==> config.mk <==
export PLATFORM = sky130hd
export DESIGN_NAME = led_fb_scan_flat
export DESIGN_NICKNAME = d
export VERILOG_FILES = /design/src/source/soc_io_pkg.sv /design/src/source/iomem_req_if.sv /design/src/source/led_fb_scan.sv /design/src/flat_wrapper.sv
export SDC_FILE = /design/constraint.sdc
export NUM_CORES = 1
export LEC_CHECK = 0
export BUFFER_PORTS_ARGS = -buffer_cell sky130_fd_sc_hd__buf_2
export CAP_MARGIN = 20
export CORE_MARGIN = 1
export CORE_UTILIZATION = 49
export CTS_BUF_LIST = sky130_fd_sc_hd__clkbuf_4
export DETAILED_ROUTE_END_ITERATION = 16
export PLACE_DENSITY = 0.82
export SLEW_MARGIN = 20
export SYNTH_ARGS = -nofsm -noshare
export SYNTH_HDL_FRONTEND = slang
export SYNTH_SLANG_ARGS = --single-unit
==> constraint.sdc <==
create_clock -name clk -period 1.4 [get_ports clk]
set_input_delay 0.14 -clock clk [delete_from_list [all_inputs] [get_ports clk]]
set_output_delay 0.14 -clock clk [all_outputs]
set_load 0.02 [all_outputs]
==> src/source/soc_io_pkg.sv <==
// ----------------------------------------------------------
// SoC peripheral package with bus widths, address map and
// the types shared by the iomem decode and peripheral blocks
// ----------------------------------------------------------
`default_nettype none

package soc_io_pkg;

    // Bus widths
    localparam int IOMEM_ADDR_W  = 32;
    localparam int IOMEM_DATA_W  = 32;
    localparam int IOMEM_STRB_W  = 4;
    localparam int IOMEM_WADDR_W = IOMEM_ADDR_W - 2;

    // Scratch RAM window, word addressed
    localparam logic [IOMEM_ADDR_W-1:0] RAM_BASE  = 32'h1000_0000;
    localparam int                      RAM_WORDS = 256;
    localparam int                      RAM_ADDR_W = $clog2(RAM_WORDS);
    localparam logic [IOMEM_ADDR_W-1:0] RAM_LIMIT = RAM_BASE + RAM_WORDS * IOMEM_STRB_W;

    // GPIO register map
    localparam logic [IOMEM_ADDR_W-1:0] GPIO_DIR_ADDR    = 32'h2000_0000;
    localparam logic [IOMEM_ADDR_W-1:0] GPIO_INPUT_ADDR  = 32'h2000_0004;
    localparam logic [IOMEM_ADDR_W-1:0] GPIO_OUTPUT_ADDR = 32'h2000_0008;
    localparam int                      GPIO_NR          = 8;

    // LED matrix, 8 columns by 4 rows
    localparam logic [IOMEM_ADDR_W-1:0] LED_FB_ADDR    = 32'h3000_0000;
    localparam int                      LED_ROWS       = 4;
    localparam int                      LED_COLS       = 8;
    localparam int                      LED_ROW_W      = $clog2(LED_ROWS);
    localparam int                      LED_SCAN_DIV   = 4;
    localparam int                      LED_SCAN_CNT_W = $clog2(LED_SCAN_DIV);

    typedef enum logic [1:0] {
        TGT_RAM,
        TGT_GPIO,
        TGT_LED,
        TGT_NONE
    } iomem_target_e;

    // Bus side sees one word, scanner sees row bytes (row 0 in the low byte)
    typedef union packed {
        logic [IOMEM_DATA_W-1:0]           word;
        logic [LED_ROWS-1:0][LED_COLS-1:0] rows;
    } led_fb_word_u;

endpackage

`default_nettype wire
==> src/source/iomem_req_if.sv <==
// ----------------------------------------------------------
// Decoded iomem request, one strobe per accepted transfer
// ----------------------------------------------------------
`timescale 1ns/1ps
`default_nettype none

interface iomem_req_if;
    import soc_io_pkg::*;

    logic                     strobe;
    iomem_target_e            tgt;
    logic [IOMEM_WADDR_W-1:0] addr;
    logic [IOMEM_STRB_W-1:0]  wstrb;
    logic [IOMEM_DATA_W-1:0]  wdata;

    modport decoder (
        output strobe,
        output tgt,
        output addr,
        output wstrb,
        output wdata
    );

    modport target (
        input strobe,
        input tgt,
        input addr,
        input wstrb,
        input wdata
    );

endinterface

`default_nettype wire

==> src/source/led_fb_scan.sv <==
// ----------------------------------------------------------
// LED matrix frame buffer and row-scanning display driver
// ----------------------------------------------------------
`timescale 1ns/1ps
`default_nettype none

module led_fb_scan (
    input  logic                                clk,
    input  logic                                arst_n,
    iomem_req_if.target                         req,
    output logic [soc_io_pkg::IOMEM_DATA_W-1:0] rdata,
    output logic [soc_io_pkg::LED_COLS-1:0]     led_row_n,
    output logic [soc_io_pkg::LED_ROWS-1:0]     led_col_n
);
    import soc_io_pkg::*;

    led_fb_word_u          fb;
    logic [LED_SCAN_CNT_W-1:0] div_cnt;
    logic [LED_ROW_W-1:0]  row_idx;
    logic                  sel;

    assign sel = req.strobe && (req.tgt == TGT_LED);

    always_ff @(posedge clk or negedge arst_n) begin
        if (!arst_n) begin
            fb      <= '0;
            div_cnt <= '0;
            row_idx <= '0;
        end else begin
            if (sel && |req.wstrb) begin
                fb.word <= req.wdata;
            end
            // Each row stays lit for LED_SCAN_DIV cycles
            if (div_cnt == LED_SCAN_CNT_W'(LED_SCAN_DIV - 1)) begin
                div_cnt <= '0;
                row_idx <= (row_idx == LED_ROW_W'(LED_ROWS - 1)) ? '0 : row_idx + 1'b1;
            end else begin
                div_cnt <= div_cnt + 1'b1;
            end
        end
    end

    always_ff @(posedge clk) begin
        if (sel) begin
            rdata <= fb.word;
        end
    end

    // Active low drive, one column line low per scanned row
    assign led_col_n = ~(LED_ROWS'(1) << row_idx);
    assign led_row_n = ~fb.rows[row_idx];

endmodule

`default_nettype wire

==> src/flat_wrapper.sv <==
// flat-port wrapper written by rule: the top's interface ports become plain ports
module led_fb_scan_flat import soc_io_pkg::*;
  (clk, arst_n, rdata, led_row_n, led_col_n, req_strobe, req_tgt, req_addr, req_wstrb, req_wdata);
  iomem_req_if req_i ();
  input  logic clk;
  input  logic arst_n;
  output logic [soc_io_pkg::IOMEM_DATA_W-1:0] rdata;
  output logic [soc_io_pkg::LED_COLS-1:0] led_row_n;
  output logic [soc_io_pkg::LED_ROWS-1:0] led_col_n;
  input wire logic [$bits(req_i.strobe)-1:0] req_strobe;
  input wire logic [$bits(req_i.tgt)-1:0] req_tgt;
  input wire logic [$bits(req_i.addr)-1:0] req_addr;
  input wire logic [$bits(req_i.wstrb)-1:0] req_wstrb;
  input wire logic [$bits(req_i.wdata)-1:0] req_wdata;
  assign req_i.strobe = req_strobe;
  assign req_i.tgt = req_tgt;
  assign req_i.addr = req_addr;
  assign req_i.wstrb = req_wstrb;
  assign req_i.wdata = req_wdata;
  led_fb_scan u_core (.clk(clk), .arst_n(arst_n), .req(req_i), .rdata(rdata), .led_row_n(led_row_n), .led_col_n(led_col_n));
endmodule
==> flow_summary.yaml <==
detailed_routing:
  drt-pass1-iter-count: 4
  drc_errors: 0
  vias: 1690
  via_per_inst: 4.77
  wire_per_inst_microns: 16.4
  drt_iter0_markers: 60
  final_antenna_net_count: 0
  drt-total-wl_mm: 5.79
sta:
  slew_violations: 0
  fin_crit_sh_pct: 128
  fin_tns_setup_ns: -3.66
  skew_ns: 0.00942
  fmax_ghz: 0.558
  fin_crit_ns: 1.79
  worst_slack_ns: -0.393
  finalSetupViolCount: 12
  whs_ns: 0.269
  finalHoldViolCount: 0
  rsz0062_at_grt: "yes"
  max_slew_margin_pct: 69.6
  tightest_slew_ns: 0.456
min_path:
  hold_path_class: "primary input to register"
floorplan:
  coreArea_sq_um: 5240
  die-height_microns: 76.8
  die_x_microns: 76.8
  rows: 26
  design.portCount: 115
  start_util_pct: 52.3
  dieArea_sq_um: 5900
clock_tree:
  clk_pin_slew_ns: 0.10
  cts_root_buf: "clkbuf_4"
  clock_latency_ns: 0.39
  cts-root-to-sink-buffers: 2
  cts_made_buffers: 9
  cts_tree: "built"
  cts_max_level: 3
  cts_sinks: 68
worst_setup_path:
  critPathMaxFanout: 4
  crit_family: "multiplexers"
  crit_chain: "buf_6 > mux4_2 > inv_2 > buf_6"
  crit_required_ns: 1.26
  critPathBufInv: 3
  critPathLaunchType: "register"
  slowest_stage: "mux4_2"
  crit_top_cell: "buf_6"
  crit_type: "register to output port"
  endpoint_kind: "output port"
  max_stage_delay_ns: 0.50
  crit_arrival_ns: 1.65
synth:
  synth.avg_cell_area_sq_um: 19.4
  postSynthCellCount: 141
  ys_seq_elements: 68
  yosysSeqAreaShare_pct: 67.9
  synth_cell_type_count: 16
  synth_area_sq_um: 2740
  syn-num-nets: 217
  yosys_warnings: 0
place:
  place.port_buffers: 84
  place.gp.congestion: 0.734
  hpwlAfterDp_mm: 3.47
final_layout:
  final_common_cell: "buf_2"
  nets: 355
  drive_gt1_share_pct: 61.3
  antenna_cells: 0
  layout_common_cells: "buf_2 (73), dfrtp_1 (35), dlygate4sd3_1 (33), edfxtp_1 (32), mux2_4 (30)"
  syn2layout_area_growth_pct: 45.8
flow_run:
  maxCapViolations: 0
status:
  outcome: "complete, but fails checks"
  violations: "negative setup slack"
pwr:
  leakagePower_nw: 1.75
  irDropWorstVdd_mv: 0.746
  power_w: 0.00477
  power.density_nw_per_um2: 1190
global_routing:
  grt_pass1_wl_mm: 9.25
  track_usage_pct: 21.5
  grt_pass1_vias: 1918
  grt_overflow: 0
  grt_max_degree: 37
  antenna_found_initial: 0
==> timing repair <==
item | CTS | global route
endpoints found under the hold margin | 68 | 0
pin swaps | 2 | 0
setup buffers | 5 | 2
endpoints found under the setup margin | 13 | 12
hold buffers | 33 | 0
resized for setup | 53 | 4
gates cloned | 0 | 0
==> cells by family after synthesis <==
group                      synth area share, %
and+or+nand+nor                           2.10
DFF                                       67.9
AOI/OAI and AO/OA                        0.365
buffers and inverters                     3.47
adders and majority gates                 2.28
muxes                                     23.8
==> synthesized netlist by cell type (all sizes together) <==
library cell,count,area (sq um)
edfxtp,32,961
mux2,32,473
dfrtp,36,901
ha,5,62.6
inv,14,52.6
mux4,8,180
nor3,1,16.3
clkbuf,1,3.75
o21ai,2,10.0
buf,4,38.8
nand3,1,5.00
nand2,2,7.51
nor4,1,21.3
nor2,2,7.51
==> path summary, 6_finish.rpt <==
check	cells past startpoint	slack [ns]	endpoint	start
max reg2reg	7	0.12	u_core.row_idx[0]$_DFFE_PN0N_	u_core.row_idx[0]$_DFFE_PN0N_
max in group asynchronous	3	0.73	u_core.row_idx[1]$_DFFE_PN0N_	arst_n
min	3	0.27	u_core.rdata[11]$_DFFE_PP_	req_tgt[0]
min reg2reg	1	0.44	u_core.div_cnt[0]$_DFF_PN0_	u_core.div_cnt[0]$_DFF_PN0_
min in group asynchronous	3	0.31	u_core.fb[7]$_DFFE_PN0P_	arst_n
max	4	-0.39	led_row_n[6]	u_core.row_idx[0]$_DFFE_PN0N_
==> tightest hold or removal path, stage by stage <==
cell and delay [ns]:
buf_2 0.14, nor2_4 0.06, buf_12 0.14
==> area by class of cell <==
| class | instances | area [sq um] |
|---|---|---|
| Sequential cell | 68 | 1860 |
| Fill cell | 312 | 1240 |
| Timing Repair Buffer | 132 | 992 |
| Multi-Input combinational cell | 54 | 841 |
| Tap cell | 70 | 87.6 |
| Clock inverter | 7 | 81.3 |
| Clock buffer | 9 | 67.6 |
| Inverter | 14 | 62.6 |
==> power by group <==
part           internal (W)  switching (W)  leakage [nW]
Clock              0.000702       0.000653        0.0822
Combinational      0.000544       0.000337         0.948
Sequential          0.00238       0.000162         0.724
==> state kept, by name, indices dropped and copies added (netlist names) <==
| signal | flops |
|---|---|
| u_core.fb | 32 |
| u_core.rdata | 32 |
| u_core.div_cnt | 2 |
| u_core.row_idx | 2 |
==> stage by stage <==
stage	setup WS (ns)	instance area (sq um)	cells	util [%]
after floorplan	0.0586	2750	141	-
after global placement	-0.0324	3320	299	63.4
after detailed placement	-0.0154	3320	299	63.4
after CTS	-0.424	3980	353	76.0
after global routing	-0.484	4000	354	76.3
final	-0.393	4000	354	76.3
==> layer usage <==
layer | global-route usage [%] | routed length, microns | vias up
met3 | 5.00 | 273 | 9
met1 | 23.9 | 2290 | 831
met4 | 9.81 | 93 | 0
met2 | 38.7 | 3140 | 62
li1 | - | - | 788
met5 | 0 | 0 | -
No activity file was read; power rests on OpenSTA's default activity.
