**config.mk**
```make
export PLATFORM = sky130hd
export DESIGN_NAME = gpio_ctrl_flat
export DESIGN_NICKNAME = d
export VERILOG_FILES = /design/src/source/soc_io_pkg.sv /design/src/source/iomem_req_if.sv /design/src/source/gpio_ctrl.sv /design/src/flat_wrapper.sv
export SDC_FILE = /design/constraint.sdc
export NUM_CORES = 1
export LEC_CHECK = 0
export ABC_CLOCK_PERIOD_IN_PS = 2330
export BUFFER_PORTS_ARGS = -buffer_cell sky130_fd_sc_hd__buf_2
export CORE_ASPECT_RATIO = 1.1
export CORE_MARGIN = 2
export CORE_UTILIZATION = 41
export CTS_BUF_LIST = sky130_fd_sc_hd__clkbuf_16
export CTS_CLUSTER_SIZE = 10
export DETAILED_ROUTE_END_ITERATION = 10
export PLACE_DENSITY = 0.78
export SLEW_MARGIN = 10
export SYNTH_ARGS = -nofsm -noshare
export SYNTH_HDL_FRONTEND = slang
export SYNTH_SLANG_ARGS = --single-unit
```
**constraint.sdc**
```tcl
create_clock -name clk -period 2.33 [get_ports clk]
set_clock_uncertainty 0.15 [all_clocks]
set_input_delay 0.1165 -clock clk [delete_from_list [all_inputs] [get_ports clk]]
set_output_delay 0.1165 -clock clk [all_outputs]
set_load 0.01 [all_outputs]
```
**src/source/soc_io_pkg.sv**
```systemverilog
// ----------------------------------------------------------
// SoC peripheral package with bus widths, address map and
// the types shared by the iomem decode and peripheral blocks
// ----------------------------------------------------------
`default_nettype none

package soc_io_pkg;

    // Bus widths
    localparam int IOMEM_ADDR_W  = 32;
    localparam int IOMEM_DATA_W  = 32;
    localparam int IOMEM_STRB_W  = 4;
    localparam int IOMEM_WADDR_W = IOMEM_ADDR_W - 2;

    // Scratch RAM window, word addressed
    localparam logic [IOMEM_ADDR_W-1:0] RAM_BASE  = 32'h1000_0000;
    localparam int                      RAM_WORDS = 256;
    localparam int                      RAM_ADDR_W = $clog2(RAM_WORDS);
    localparam logic [IOMEM_ADDR_W-1:0] RAM_LIMIT = RAM_BASE + RAM_WORDS * IOMEM_STRB_W;

    // GPIO register map
    localparam logic [IOMEM_ADDR_W-1:0] GPIO_DIR_ADDR    = 32'h2000_0000;
    localparam logic [IOMEM_ADDR_W-1:0] GPIO_INPUT_ADDR  = 32'h2000_0004;
    localparam logic [IOMEM_ADDR_W-1:0] GPIO_OUTPUT_ADDR = 32'h2000_0008;
    localparam int                      GPIO_NR          = 8;

    // LED matrix, 8 columns by 4 rows
    localparam logic [IOMEM_ADDR_W-1:0] LED_FB_ADDR    = 32'h3000_0000;
    localparam int                      LED_ROWS       = 4;
    localparam int                      LED_COLS       = 8;
    localparam int                      LED_ROW_W      = $clog2(LED_ROWS);
    localparam int                      LED_SCAN_DIV   = 4;
    localparam int                      LED_SCAN_CNT_W = $clog2(LED_SCAN_DIV);

    typedef enum logic [1:0] {
        TGT_RAM,
        TGT_GPIO,
        TGT_LED,
        TGT_NONE
    } iomem_target_e;

    // Bus side sees one word, scanner sees row bytes (row 0 in the low byte)
    typedef union packed {
        logic [IOMEM_DATA_W-1:0]           word;
        logic [LED_ROWS-1:0][LED_COLS-1:0] rows;
    } led_fb_word_u;

endpackage

`default_nettype wire
```
**src/source/iomem_req_if.sv**
```systemverilog
// ----------------------------------------------------------
// Decoded iomem request, one strobe per accepted transfer
// ----------------------------------------------------------
`timescale 1ns/1ps
`default_nettype none

interface iomem_req_if;
    import soc_io_pkg::*;

    logic                     strobe;
    iomem_target_e            tgt;
    logic [IOMEM_WADDR_W-1:0] addr;
    logic [IOMEM_STRB_W-1:0]  wstrb;
    logic [IOMEM_DATA_W-1:0]  wdata;

    modport decoder (
        output strobe,
        output tgt,
        output addr,
        output wstrb,
        output wdata
    );

    modport target (
        input strobe,
        input tgt,
        input addr,
        input wstrb,
        input wdata
    );

endinterface

`default_nettype wire

```
**src/source/gpio_ctrl.sv**
```systemverilog
// ----------------------------------------------------------
// GPIO controller with direction, output and synced input
// ----------------------------------------------------------
`timescale 1ns/1ps
`default_nettype none

module gpio_ctrl (
    input  logic                                clk,
    input  logic                                arst_n,
    iomem_req_if.target                         req,
    input  logic [soc_io_pkg::GPIO_NR-1:0]      gpio_in,
    output logic [soc_io_pkg::GPIO_NR-1:0]      gpio_out,
    output logic [soc_io_pkg::GPIO_NR-1:0]      gpio_oe,
    output logic [soc_io_pkg::IOMEM_DATA_W-1:0] rdata
);
    import soc_io_pkg::*;

    logic [GPIO_NR-1:0] dir_q;
    logic [GPIO_NR-1:0] out_q;
    logic [GPIO_NR-1:0] in_meta;
    logic [GPIO_NR-1:0] in_sync;
    logic               sel;

    assign sel      = req.strobe && (req.tgt == TGT_GPIO);
    assign gpio_oe  = dir_q;
    assign gpio_out = out_q;

    // ------------------------------------------------------
    // Registers and input synchronizer
    // ------------------------------------------------------
    always_ff @(posedge clk or negedge arst_n) begin
        if (!arst_n) begin
            dir_q   <= '0;
            out_q   <= '0;
            in_meta <= '0;
            in_sync <= '0;
        end else begin
            in_meta <= gpio_in;
            in_sync <= in_meta;
            if (sel && |req.wstrb) begin
                if (req.addr == GPIO_DIR_ADDR[IOMEM_ADDR_W-1:2]) begin
                    dir_q <= req.wdata[GPIO_NR-1:0];
                end
                if (req.addr == GPIO_OUTPUT_ADDR[IOMEM_ADDR_W-1:2]) begin
                    out_q <= req.wdata[GPIO_NR-1:0];
                end
            end
        end
    end

    // ------------------------------------------------------
    // Read back, zero extended
    // ------------------------------------------------------
    always_ff @(posedge clk) begin
        if (sel) begin
            case (req.addr)
                GPIO_DIR_ADDR[IOMEM_ADDR_W-1:2]:    rdata <= IOMEM_DATA_W'(dir_q);
                GPIO_INPUT_ADDR[IOMEM_ADDR_W-1:2]:  rdata <= IOMEM_DATA_W'(in_sync);
                GPIO_OUTPUT_ADDR[IOMEM_ADDR_W-1:2]: rdata <= IOMEM_DATA_W'(out_q);
                default:                            rdata <= '0;
            endcase
        end
    end

endmodule

`default_nettype wire

```
**src/flat_wrapper.sv**
```systemverilog
// flat-port wrapper written by rule: the top's interface ports become plain ports
module gpio_ctrl_flat import soc_io_pkg::*;
  (clk, arst_n, gpio_in, gpio_out, gpio_oe, rdata, req_strobe, req_tgt, req_addr, req_wstrb, req_wdata);
  iomem_req_if req_i ();
  input  logic clk;
  input  logic arst_n;
  input  logic [soc_io_pkg::GPIO_NR-1:0] gpio_in;
  output logic [soc_io_pkg::GPIO_NR-1:0] gpio_out;
  output logic [soc_io_pkg::GPIO_NR-1:0] gpio_oe;
  output logic [soc_io_pkg::IOMEM_DATA_W-1:0] rdata;
  input wire logic [$bits(req_i.strobe)-1:0] req_strobe;
  input wire logic [$bits(req_i.tgt)-1:0] req_tgt;
  input wire logic [$bits(req_i.addr)-1:0] req_addr;
  input wire logic [$bits(req_i.wstrb)-1:0] req_wstrb;
  input wire logic [$bits(req_i.wdata)-1:0] req_wdata;
  assign req_i.strobe = req_strobe;
  assign req_i.tgt = req_tgt;
  assign req_i.addr = req_addr;
  assign req_i.wstrb = req_wstrb;
  assign req_i.wdata = req_wdata;
  gpio_ctrl u_core (.clk(clk), .arst_n(arst_n), .req(req_i), .gpio_in(gpio_in), .gpio_out(gpio_out), .gpio_oe(gpio_oe), .rdata(rdata));
endmodule
```
==> run metrics <==
CTS sink count 40; most frequent cells in the layout buf_2, dfrtp_1, conb_1; final period utilization 73.19%; ANT nets after route 0; LEAKAGE 1.320 nW; origin of the critical flop-to-flop path u_core.gpio_oe[1]$_DFFE_PN0P_; Setup Viol. Count Final 0; Reg-to-Reg End u_core.rdata[1]$_DFFE_PP_; Worst path slowest cell nor4b_4; die area 0.004809 mm2; Critical Path Start req_addr[6]; Req. time, crit path 2.34 ns; DP HPWL between 2000 and 3000 um; Peak Freq 586.4 MHz; core area 0.004024 mm2; DRT iter0 DRCs 57; Area Growth Syn to Fin 41.67%; Max FO, Critical Path 5; I/O Pins ~130; Hold Crit Class reg2reg; critical path arrival 1.71 ns; CTS clk-pin slew, worst paths 0.06 ns; CP peak stage delay 0.38 ns; most common cell after layout, fill and taps aside buf_2; Net Sw Frac 19.67%; Reg2Reg Depth 4; share of cells above drive strength 1 46.86%; Synth area leader dfrtp_1; initial antenna violation count 0; Initial Utilization 43.50%; vias per inst 4.416; Pins Over Slew Limit 0; wire per inst between 10 and 15 um; Nets 317; pwr dens between 600 and 700 mW/mm2; CTS root buf clkbuf_16; first-pass GRT wire length 5796 um; Worst Setup EP u_core.gpio_oe[0]$_DFFE_PN0P_; DRC 0; total number of vias between 1000 and 1500; unrepaired setup endpoints after global routing no; Cell Chain, Critical Path buf_2 -> nor4_1 -> nand4_1 -> nor4b_4 -> buf_4 -> mux2_2; ranking of synthesized cells by area dfrtp_1, edfxtp_1, buf_4; port bufs 78; placement row count 24; Tot Pwr between 1.5 and 2 mW; routed wire length 3664 um; Clock Latency Late Sink 0.28 ns; routability congestion estimate 0.6957; top-area cell type share of the netlist area 45.75%; Chip Width around 66 um; Yosys warnings 0; top_reg_cell synth dfrtp_1; Die H 72.53 um; register bit total from synthesis 40; actual transition at the worst max-transition pin 0.6975 ns; synthesized instance count between 100 and 150; clock period minus worst slack 1.705 ns; combinational power share 8.1%; Max VDD drop 0.0004539 V; vias in the first global route about 1300; Switch Pwr approximately 320 uW; mapped cell area 0.001750 mm2; crit path kind in2reg; Post-synth ARST share 80.00%; sequential share of power 45.5%; count of distinct cell types in the synthesized netlist 22; Worst Setup End Kind register; final hold violation count 0; DRT Pass-1 Iters 4; FILL cells about 340; largest net degree at the start of global routing 33; Global Route Usage Sum around 16%; Critical Path Source Type input port; syn_area_per_cell 13.06 um2; H-tree levels 2; CTS tree yes; Internal 1.291 mW; Post-synth EDFFs 8; GRT overflow 0; antenna diode count 0; R2R setup slack 1.11 ns; cts bufs inserted 5; slew margin rel. 53.50%; sequential element share of the synthesized area 59.47%; max cap viols 0; status completed; clock buffer depth 2; hold path start u_core.in_meta[4]$_DFF_PN0_; Setup TNS 0 ns; Setup Buffers After CTS 0; Clk pwr share roughly 46%
## flip-flops by register name, summed over array words and instances (netlist names)
register,count
u_core.gpio_oe,8
u_core.gpio_out,8
u_core.in_meta,8
u_core.in_sync,8
u_core.rdata,8
## worst min path at each step
stage,to,slack [ns],cells after the start
after global placement,u_core.in_meta[0]$_DFF_PN0_,0.05,1
final,u_core.in_sync[4]$_DFF_PN0_,0.20,0
after CTS,u_core.in_sync[3]$_DFF_PN0_,0.20,0
after global routing,u_core.in_sync[3]$_DFF_PN0_,0.20,0
after floorplan,u_core.gpio_oe[0]$_DFFE_PN0P_,-0.33,0
after detailed placement,u_core.in_meta[0]$_DFF_PN0_,0.06,1
## cells in the mapped netlist (all sizes together) (2+ instances only)
master / n
dfrtp: 32
nor4b: 2
buf: 27
nor4: 7
nor2: 17
mux2: 16
mux2i: 8
a21oi: 8
edfxtp: 8
## cell families after synthesis
group,Yosys count,share of synthesized area [%]
flip-flops,40,59.47
AND/OR/NAND/NOR,31,11.08
buffers and inverters,29,11.58
multiplexers,24,14.87
AO/OA/AOI/OAI,9,2.788
other,1,0.2142
## per-stage QoR
step           setup slack [ns]  hold WS, ns  cells  area [um2]  util [%]
2_1_floorplan            0.5209      -0.3291    157        1837         -
3_3_place_gp             0.3774      0.04824    266        2146     53.33
3_5_place_dp             0.3246      0.05653    266        2146     53.33
4_1_cts                  0.6138       0.1982    291        2480     61.63
5_1_grt                  0.4695       0.2010    291        2480     61.63
6_report                 0.6246       0.1958    291        2480     61.63
## routing by layer
layer	up-vias	wire, um	track usage, %
li1	625	-	-
met4	0	22	5.442
met2	63	1910	28.56
met5	-	0	0
met1	594	1478	19.18
met3	3	252	4.651
## power by group through the flow
stage | sequential (mW) | clock [mW] | combinational (mW)
3_3_place_gp | 0.744 | 0 | 0.107
3_5_place_dp | 0.744 | 0 | 0.109
4_1_cts | 0.731 | 0.763 | 0.131
2_1_floorplan | 0.744 | 0 | 0.0741
5_1_grt | 0.733 | 0.797 | 0.145
6_report | 0.731 | 0.746 | 0.130
## worst max-delay path, delay by kind of cell
family                 cells  cell delay, ns
AND/OR/NAND/NOR            3            0.96
multiplexers               1            0.33
buffers and inverters      2            0.30
## layout make-up
cell class	instances	area [um2]	share of cell area, %
multi-input cells	88	593.1	23.92
repair buffers	102	613.1	24.72
clock inverters	3	38.79	1.564
well taps	52	65.06	2.624
flip-flops and latches	40	1041	41.98
clock buffers	5	125.1	5.045
inverters	1	3.754	0.1514
## repair_timing
item                                    in CTS  in global routing
endpoints found under the hold margin       56                  0
gates resized for setup                      0                  0
endpoints found under the setup margin       0                  0
hold buffers                                17                  0
Power figures use the tool's default switching activity.
