===== src/source/soc_io_pkg.sv =====
// ----------------------------------------------------------
// SoC peripheral package with bus widths, address map and
// the types shared by the iomem decode and peripheral blocks
// ----------------------------------------------------------
`default_nettype none

package soc_io_pkg;

    // Bus widths
    localparam int IOMEM_ADDR_W  = 32;
    localparam int IOMEM_DATA_W  = 32;
    localparam int IOMEM_STRB_W  = 4;
    localparam int IOMEM_WADDR_W = IOMEM_ADDR_W - 2;

    // Scratch RAM window, word addressed
    localparam logic [IOMEM_ADDR_W-1:0] RAM_BASE  = 32'h1000_0000;
    localparam int                      RAM_WORDS = 256;
    localparam int                      RAM_ADDR_W = $clog2(RAM_WORDS);
    localparam logic [IOMEM_ADDR_W-1:0] RAM_LIMIT = RAM_BASE + RAM_WORDS * IOMEM_STRB_W;

    // GPIO register map
    localparam logic [IOMEM_ADDR_W-1:0] GPIO_DIR_ADDR    = 32'h2000_0000;
    localparam logic [IOMEM_ADDR_W-1:0] GPIO_INPUT_ADDR  = 32'h2000_0004;
    localparam logic [IOMEM_ADDR_W-1:0] GPIO_OUTPUT_ADDR = 32'h2000_0008;
    localparam int                      GPIO_NR          = 8;

    // LED matrix, 8 columns by 4 rows
    localparam logic [IOMEM_ADDR_W-1:0] LED_FB_ADDR    = 32'h3000_0000;
    localparam int                      LED_ROWS       = 4;
    localparam int                      LED_COLS       = 8;
    localparam int                      LED_ROW_W      = $clog2(LED_ROWS);
    localparam int                      LED_SCAN_DIV   = 4;
    localparam int                      LED_SCAN_CNT_W = $clog2(LED_SCAN_DIV);

    typedef enum logic [1:0] {
        TGT_RAM,
        TGT_GPIO,
        TGT_LED,
        TGT_NONE
    } iomem_target_e;

    // Bus side sees one word, scanner sees row bytes (row 0 in the low byte)
    typedef union packed {
        logic [IOMEM_DATA_W-1:0]           word;
        logic [LED_ROWS-1:0][LED_COLS-1:0] rows;
    } led_fb_word_u;

endpackage

`default_nettype wire

===== src/source/iomem_req_if.sv =====
// ----------------------------------------------------------
// Decoded iomem request, one strobe per accepted transfer
// ----------------------------------------------------------
`timescale 1ns/1ps
`default_nettype none

interface iomem_req_if;
    import soc_io_pkg::*;

    logic                     strobe;
    iomem_target_e            tgt;
    logic [IOMEM_WADDR_W-1:0] addr;
    logic [IOMEM_STRB_W-1:0]  wstrb;
    logic [IOMEM_DATA_W-1:0]  wdata;

    modport decoder (
        output strobe,
        output tgt,
        output addr,
        output wstrb,
        output wdata
    );

    modport target (
        input strobe,
        input tgt,
        input addr,
        input wstrb,
        input wdata
    );

endinterface

`default_nettype wire


===== src/source/iomem_addr_decode.sv =====
// ----------------------------------------------------------
// iomem address decoder, one registered strobe per request
// ----------------------------------------------------------
`timescale 1ns/1ps
`default_nettype none

module iomem_addr_decode (
    input  logic                                clk,
    input  logic                                arst_n,
    input  logic                                iomem_valid,
    input  logic [soc_io_pkg::IOMEM_STRB_W-1:0] iomem_wstrb,
    input  logic [soc_io_pkg::IOMEM_ADDR_W-1:0] iomem_addr,
    input  logic [soc_io_pkg::IOMEM_DATA_W-1:0] iomem_wdata,
    iomem_req_if.decoder                        req
);
    import soc_io_pkg::*;

    logic          busy;
    logic          accept;
    iomem_target_e target_sel;

    // Held request is taken once, busy drops only when valid falls
    assign accept = iomem_valid && !busy;

    always_comb begin
        if (iomem_addr >= RAM_BASE && iomem_addr < RAM_LIMIT) begin
            target_sel = TGT_RAM;
        end else if (iomem_addr == GPIO_DIR_ADDR ||
                     iomem_addr == GPIO_INPUT_ADDR ||
                     iomem_addr == GPIO_OUTPUT_ADDR) begin
            target_sel = TGT_GPIO;
        end else if (iomem_addr == LED_FB_ADDR) begin
            target_sel = TGT_LED;
        end else begin
            // Unmapped, still answered by the response stage
            target_sel = TGT_NONE;
        end
    end

    always_ff @(posedge clk or negedge arst_n) begin
        if (!arst_n) begin
            busy       <= 1'b0;
            req.strobe <= 1'b0;
        end else begin
            req.strobe <= accept;
            if (accept) begin
                busy <= 1'b1;
            end else if (!iomem_valid) begin
                busy <= 1'b0;
            end
        end
    end

    // Request fields
    always_ff @(posedge clk) begin
        if (accept) begin
            req.tgt   <= target_sel;
            req.addr  <= iomem_addr[IOMEM_ADDR_W-1:2];
            req.wstrb <= iomem_wstrb;
            req.wdata <= iomem_wdata;
        end
    end

endmodule

`default_nettype wire


===== src/flat_wrapper.sv =====
// flat-port wrapper written by rule: the top's interface ports become plain ports
module iomem_addr_decode_flat import soc_io_pkg::*;
  (clk, arst_n, iomem_valid, iomem_wstrb, iomem_addr, iomem_wdata, req_strobe, req_tgt, req_addr, req_wstrb, req_wdata);
  iomem_req_if req_i ();
  input  logic clk;
  input  logic arst_n;
  input  logic iomem_valid;
  input  logic [soc_io_pkg::IOMEM_STRB_W-1:0] iomem_wstrb;
  input  logic [soc_io_pkg::IOMEM_ADDR_W-1:0] iomem_addr;
  input  logic [soc_io_pkg::IOMEM_DATA_W-1:0] iomem_wdata;
  output wire logic [$bits(req_i.strobe)-1:0] req_strobe;
  output wire logic [$bits(req_i.tgt)-1:0] req_tgt;
  output wire logic [$bits(req_i.addr)-1:0] req_addr;
  output wire logic [$bits(req_i.wstrb)-1:0] req_wstrb;
  output wire logic [$bits(req_i.wdata)-1:0] req_wdata;
  assign req_strobe = req_i.strobe;
  assign req_tgt = req_i.tgt;
  assign req_addr = req_i.addr;
  assign req_wstrb = req_i.wstrb;
  assign req_wdata = req_i.wdata;
  iomem_addr_decode u_core (.clk(clk), .arst_n(arst_n), .iomem_valid(iomem_valid), .iomem_wstrb(iomem_wstrb), .iomem_addr(iomem_addr), .iomem_wdata(iomem_wdata), .req(req_i));
endmodule

===== config.mk =====
export PLATFORM = sky130hd
export DESIGN_NAME = iomem_addr_decode_flat
export DESIGN_NICKNAME = d
export VERILOG_FILES = /design/src/source/soc_io_pkg.sv /design/src/source/iomem_req_if.sv /design/src/source/iomem_addr_decode.sv /design/src/flat_wrapper.sv
export SDC_FILE = /design/constraint.sdc
export NUM_CORES = 1
export LEC_CHECK = 0
export BUFFER_PORTS_ARGS = -buffer_cell sky130_fd_sc_hd__buf_4
export CORE_AREA = 5 5 80 82
export DETAILED_ROUTE_END_ITERATION = 10
export DIE_AREA = 0 0 85 87
export GPL_TIMING_DRIVEN = 1
export PLACE_DENSITY = 0.84
export SLEW_MARGIN = 25
export SYNTH_ARGS = -nofsm -noshare
export SYNTH_HDL_FRONTEND = slang
export SYNTH_SLANG_ARGS = --single-unit

===== constraint.sdc =====
create_clock -name clk -period 10.1 [get_ports clk]
set_clock_uncertainty 0.2 [all_clocks]
set_input_delay 2.02 -clock clk [delete_from_list [all_inputs] [get_ports clk]]
set_output_delay 2.02 -clock clk [all_outputs]
set_load 0.05 [all_outputs]

==> results of run 1 <==
flip-flops by register name (all words and copies together), names as in the netlist:
| signal | cells |
|---|---|
| u_core.req.tgt | 2 |
| u_core.busy | 1 |
| u_core.req.wstrb | 4 |
| u_core.req.strobe | 1 |
| u_core.req.addr | 30 |
| u_core.req.wdata | 32 |
worst register-to-register path: cells and delay by family, from the launching register on:
family / cells / cell delay, ps
buffers and inverters: 1 / 670
flip-flops: 1 / 400
AND/OR/NAND/NOR: 1 / 100
final cells by class:
class | instances | area, sq um
sequential | 70 | 2090
timing repair buffer | 140 | 1050
tap | 75 | 93.8
fill | 430 | 2120
clock inverter | 5 | 26.3
clock buffer | 11 | 131
multi-input combinational | 19 | 163
cells by family after synthesis:
kind of cell	synth area share [%]
buffers and inverters	0.167
flip-flops	92.9
AO/OA/AOI/OAI	0.778
AND/OR/NAND/NOR	6.11
path summary, 6_finish.rpt:
path / from / cells past startpoint / to
setup / recovery: iomem_valid / 3 / u_core.req.wdata[31]
hold / removal: u_core.busy / 2 / u_core.req.strobe
setup reg to reg: u_core.busy / 2 / u_core.req.wdata[31]
hold reg to reg: u_core.busy / 2 / u_core.req.strobe
max in group asynchronous: arst_n / 1 / u_core.req.strobe
min in group asynchronous: arst_n / 1 / u_core.busy
placed cells by master, fill, tap and decap left out, types with 2 or more instances in the layout:
cell	synthesis	routed
a211o_1	2	2
buf_4	0	140
clkbuf_1	1	2
clkbuf_8	0	9
clkinv_2	0	3
dfrtp_1	2	2
edfxtp_1	68	68
nand2_1	2	2
nand3_1	3	3
nor4_1	3	3
nor4_2	2	2
nor4_4	2	2
stage by stage:
stage / instance area [sq um] / worst slack (ps)
after floorplan: 2250 / 4370
after global placement: 3400 / 6650
after detailed placement: 3400 / 6590
after CTS: 3560 / 6920
after global routing: 3560 / 6890
final: 3560 / 6930
metal layers:
metal  vias up  global-route usage [%]  wire [um]
met1       700                    17.2       2070
met2        80                    25.9       3000
met5         -                       0          0
met4         0                    6.47         37
li1        664                       -          -
met3         5                    4.73        498
power groups by stage:
stage / registers [W] / logic, W / clock network, W
after floorplan: 0.000383 / 0.00000544 / 0
after global routing: 0.000337 / 0.0000920 / 0.000203
final: 0.000336 / 0.0000885 / 0.000181
after CTS: 0.000337 / 0.0000893 / 0.000187
after detailed placement: 0.000343 / 0.0000893 / 0
after global placement: 0.000342 / 0.0000872 / 0
==> results.cfg, run 1 <==
[run_status]
run_status = complete, no violations

[synthesis]
yosys_warnings = 0
synth.avg_cell_area_sq_um = 25.0
async_reset_ff_share_pct = 2.86
synth-edff-count = 68
synth_top_area_share_pct = 90.7
netlist_top_cells_count = edfxtp_1 (68), nand3_1 (3), nor4_1 (3)
synth_flop_cell = edfxtp_1
yosysSeqAreaShare_pct = 92.9
syn_inst = 90
ys_ff_latch = 70
yosys-top-cells-area = edfxtp_1 (91%), dfrtp_1 (2.2%), nor4_4 (1.9%), nor4_2 (1.1%), nor4_1 (0.83%)
synth.largest_area_cell = edfxtp_1
synthDistinctLibCells = 13
syn_nets = 161
synth.cell_area_sq_um = 2250
synth.most_common_cell = edfxtp_1

[critical_path]
critPathArrivalTime_ps = 2920
crit_family = buffers and inverters
cp_data_required_time_ps = 9840
slowest_delay_ps = 670
worstPathBufferInverterCount = 2
critPathKind = input port to flop
path_cells = buf_4 -> nor2b_4 -> buf_4
worstPathMaxFanout = 69
reg2reg_slack_ps = 8330
crit_top_cell = buf_4
startpoint_type = input port
critPathCaptureType = flop
crit_slowest_cell = buf_4

[timing]
grt_setup_unrepaired = no
post-route-period-util_pct = 31.4
whs_ps = 769
setup_tns_ps = 0
period_minus_slack_ps = 3170
timing.final.hold_violations = 0
max_slew_margin_pct = 43.8
setup_viol = 0
max_freq_mhz = 315
tightest_slew_ps = 843
drv_slew = 0

[clock_tree]
root_buffer = clkbuf_8
cts_tree = done
cts_hold_buffers = 0
cts.sinks = 70
htreeDepth = 3
cts_resized = 0
clk_latency_ps = 320
cts_buffers = 9
post_cts_buffers = 0
clkTransAtPathRegs_ps = 70
cts_max_path_buffers = 2

[route]
vias_per_cell = 4.53
ant_nets = 0
via_count = 1449
wl_per_cell_um = 17.5
drtIter0Drc = 70
drcViolationCount = 0
wirelength_um = 5610
dr.pass1.iters = 4

[global_routing]
grt_pass1_vias = 1536
grt-ovfl-total = 0
grtUsageTotal_pct = 15.0
grt_max_degree = 70
antenna_found_initial = 0
grt_pass1_wl_um = 8110

[floorplanning]
die_y_um = 87
rows = 28
initial_utilization_pct = 39.7
die_x_um = 85
core_area_sq_um = 5680
die_area_sq_um = 7400
pin_count = 140

[power_and_ir_drop]
power_frac_clock_pct = 29.9
leakagePower_nw = 1.44
internal-power_w = 0.000452
p_switching_w = 0.000154
power_density_nw_per_um2 = 170
finalPower_w = 0.000606
p_seq_share_pct = 55.5
ir_worst_vdd_mv = 0.0795
pwr-share-comb_pct = 14.6
switching_share_pct = 25.4

[final_layout]
syn2layout_area_growth_pct = 58.0
finalNetCount = 311
drive_gt1_share_pct = 64.5
post-route-util_pct = 62.7
n_antenna_cell = 0
finalNonFillerCells = 320

[placed_design]
dp_hpwl_um = 4390
gp_congestion = 0.796
port-buffer-count = 139
placed_cells = 304

[flow_run]
drv_cap = 0

[worst_hold_path]
hold_path_class = flop to flop
No activity file was read; power rests on OpenSTA's default activity.
==> run 2, diff against run 1 <==
CORE_AREA = 5 5 83 85   (was 5 5 80 82)
DIE_AREA = 0 0 88 90   (was 0 0 85 87)
PLACE_DENSITY = 0.82   (was 0.84)
clock period = 2.6 ns   (was 10.1 ns; I/O delays follow)
==> run 2 against run 1 <==
Worst setup slack worse by 6000 ps. Critical path type is now flop to primary output. Combinational power rose to 3.9 times the previous value. Largest cell class unchanged. Power grew to 4.1 times the previous value. Highest routed layer unchanged. Final area grew 1.4%. Critical path depth shrank 2. Sequential power grew to 3.9 times the previous value. Non-clock buffer count is 2 higher. Wire length fell by 2.3%.
==> results.cfg, run 2 (synthesized netlist as in run 1, its figures left out) <==
[critical_path]
startpoint_type = flop
worstPathMaxFanout = 1
worstPathBufferInverterCount = 1
cp_data_required_time_ps = 1880
path_cells = buf_4
critPathArrivalTime_ps = 950
reg2reg_slack_ps = 1070
critPathKind = flop to primary output
crit_slowest_cell = edfxtp_1
slowest_delay_ps = 400
critPathLaunch = u_core.req.addr[17]
crit_family = flip-flops
r2r-start = u_core.busy
critPathCaptureType = primary output

[route]
wl_met1_um = 1950
met2_length_um = 2830
route.top_layer_used = met4
wirelength_um = 5480
wl_per_cell_um = 16.9
ant_nets = 0
via_count = 1434
wl_met3_um = 557
drtIter0Drc = 48
vias_per_cell = 4.43
drcViolationCount = 0
dr.pass1.iters = 4

[placed_design]
dp_hpwl_um = 4370
port-buffer-count = 139
placed_cells = 307
gp_congestion = 0.780

[timing]
setup_viol = 0
grt_setup_unrepaired = no
tightest_slew_ps = 505
post-route-period-util_pct = 64.1
period_minus_slack_ps = 1670
drv_slew = 0
max_freq_mhz = 600
setup_tns_ps = 0
timing.final.hold_violations = 0
max_slew_margin_pct = 66.3

[floorplanning]
initial_utilization_pct = 36.7
core_area_sq_um = 6130
die_x_um = 88
die_y_um = 90
die_area_sq_um = 7920
rows = 29
pin_count = 140

[final_layout]
finalNonFillerCells = 324
layout_common_cells = buf_4 (141), edfxtp_1 (68), clkbuf_8 (9)
syn2layout_area_growth_pct = 60.3
post-route-util_pct = 58.8
largest_reg_flops = 32
drive_gt1_share_pct = 65.2
top_regs = u_core.req.wdata x32, u_core.req.addr x30, u_core.req.wstrb x4
finalNetCount = 313
regMostFlops = u_core.req.wdata
n_antenna_cell = 0
mostFrequentLayoutCell = buf_4

[global_routing]
antenna_found_initial = 0
grt_max_degree = 41
grt-ovfl-total = 0
grtUsageTotal_pct = 13.8
grt_pass1_wl_um = 7960
grt_pass1_vias = 1543

[flow_run]
drv_cap = 0

[clock_tree]
cts.sinks = 70
cts_tree = done
post_cts_buffers = 0
htreeDepth = 3
root_buffer = clkbuf_8
cts_buffers = 9
clkTransAtPathRegs_ps = 70
cts_max_path_buffers = 2
clk_latency_ps = 320

[power_and_ir_drop]
ir_worst_vdd_mv = 0.375
finalPower_w = 0.00247
leakagePower_nw = 1.47
power_density_nw_per_um2 = 684

[run_status]
run_status = complete, no violations

[worst_hold_path]
hold_path_class = input port to flop
hold_path.startpoint = iomem_valid
==> run 2: metrics by stage <==
step | worst slack (ps) | hold WS [ps] | instance area, sq um
floorplan | 409 | 24.4 | 2260
global placement | 708 | 102 | 3410
detailed placement | 670 | 104 | 3410
CTS | 906 | 91.8 | 3610
global route | 898 | 90.3 | 3610
finish | 933 | 111 | 3610
==> run 2: worst paths after layout <==
check,to,cells after the start
max reg2reg,u_core.req.addr[6],2
max in group asynchronous,u_core.req.strobe,2
min reg2reg,u_core.req.strobe,2
max,req_addr[17],1
min in group asynchronous,u_core.busy,2
min,u_core.busy,1
==> run 2: cell type report <==
type / instances / area [sq um]
Fill cell: 487 / 2520
Tap cell: 77 / 96.3
Timing Repair Buffer: 142 / 1070
Clock inverter: 7 / 65.1
Sequential cell: 70 / 2090
Clock buffer: 9 / 124
Multi-Input combinational cell: 19 / 163
==> run 2: per-layer routing <==
metal	up-vias	GRT usage, %
met4	0	7.29
met1	668	14.8
li1	669	-
met2	84	23.6
met5	-	0
met3	13	4.30
==> run 2: timing repair <==
| item | in CTS | in global routing |
|---|---|---|
| hold buffers | 1 | 0 |
| hold endpoints to repair | 2 | 0 |
| resized for setup | 0 | 0 |
==> run 2: where the power goes <==
part           switching [W]  total [W]  internal [W]
Combinational       0.000218   0.000344      0.000126
Sequential         0.0000129    0.00131       0.00129
Clock               0.000382   0.000817      0.000436
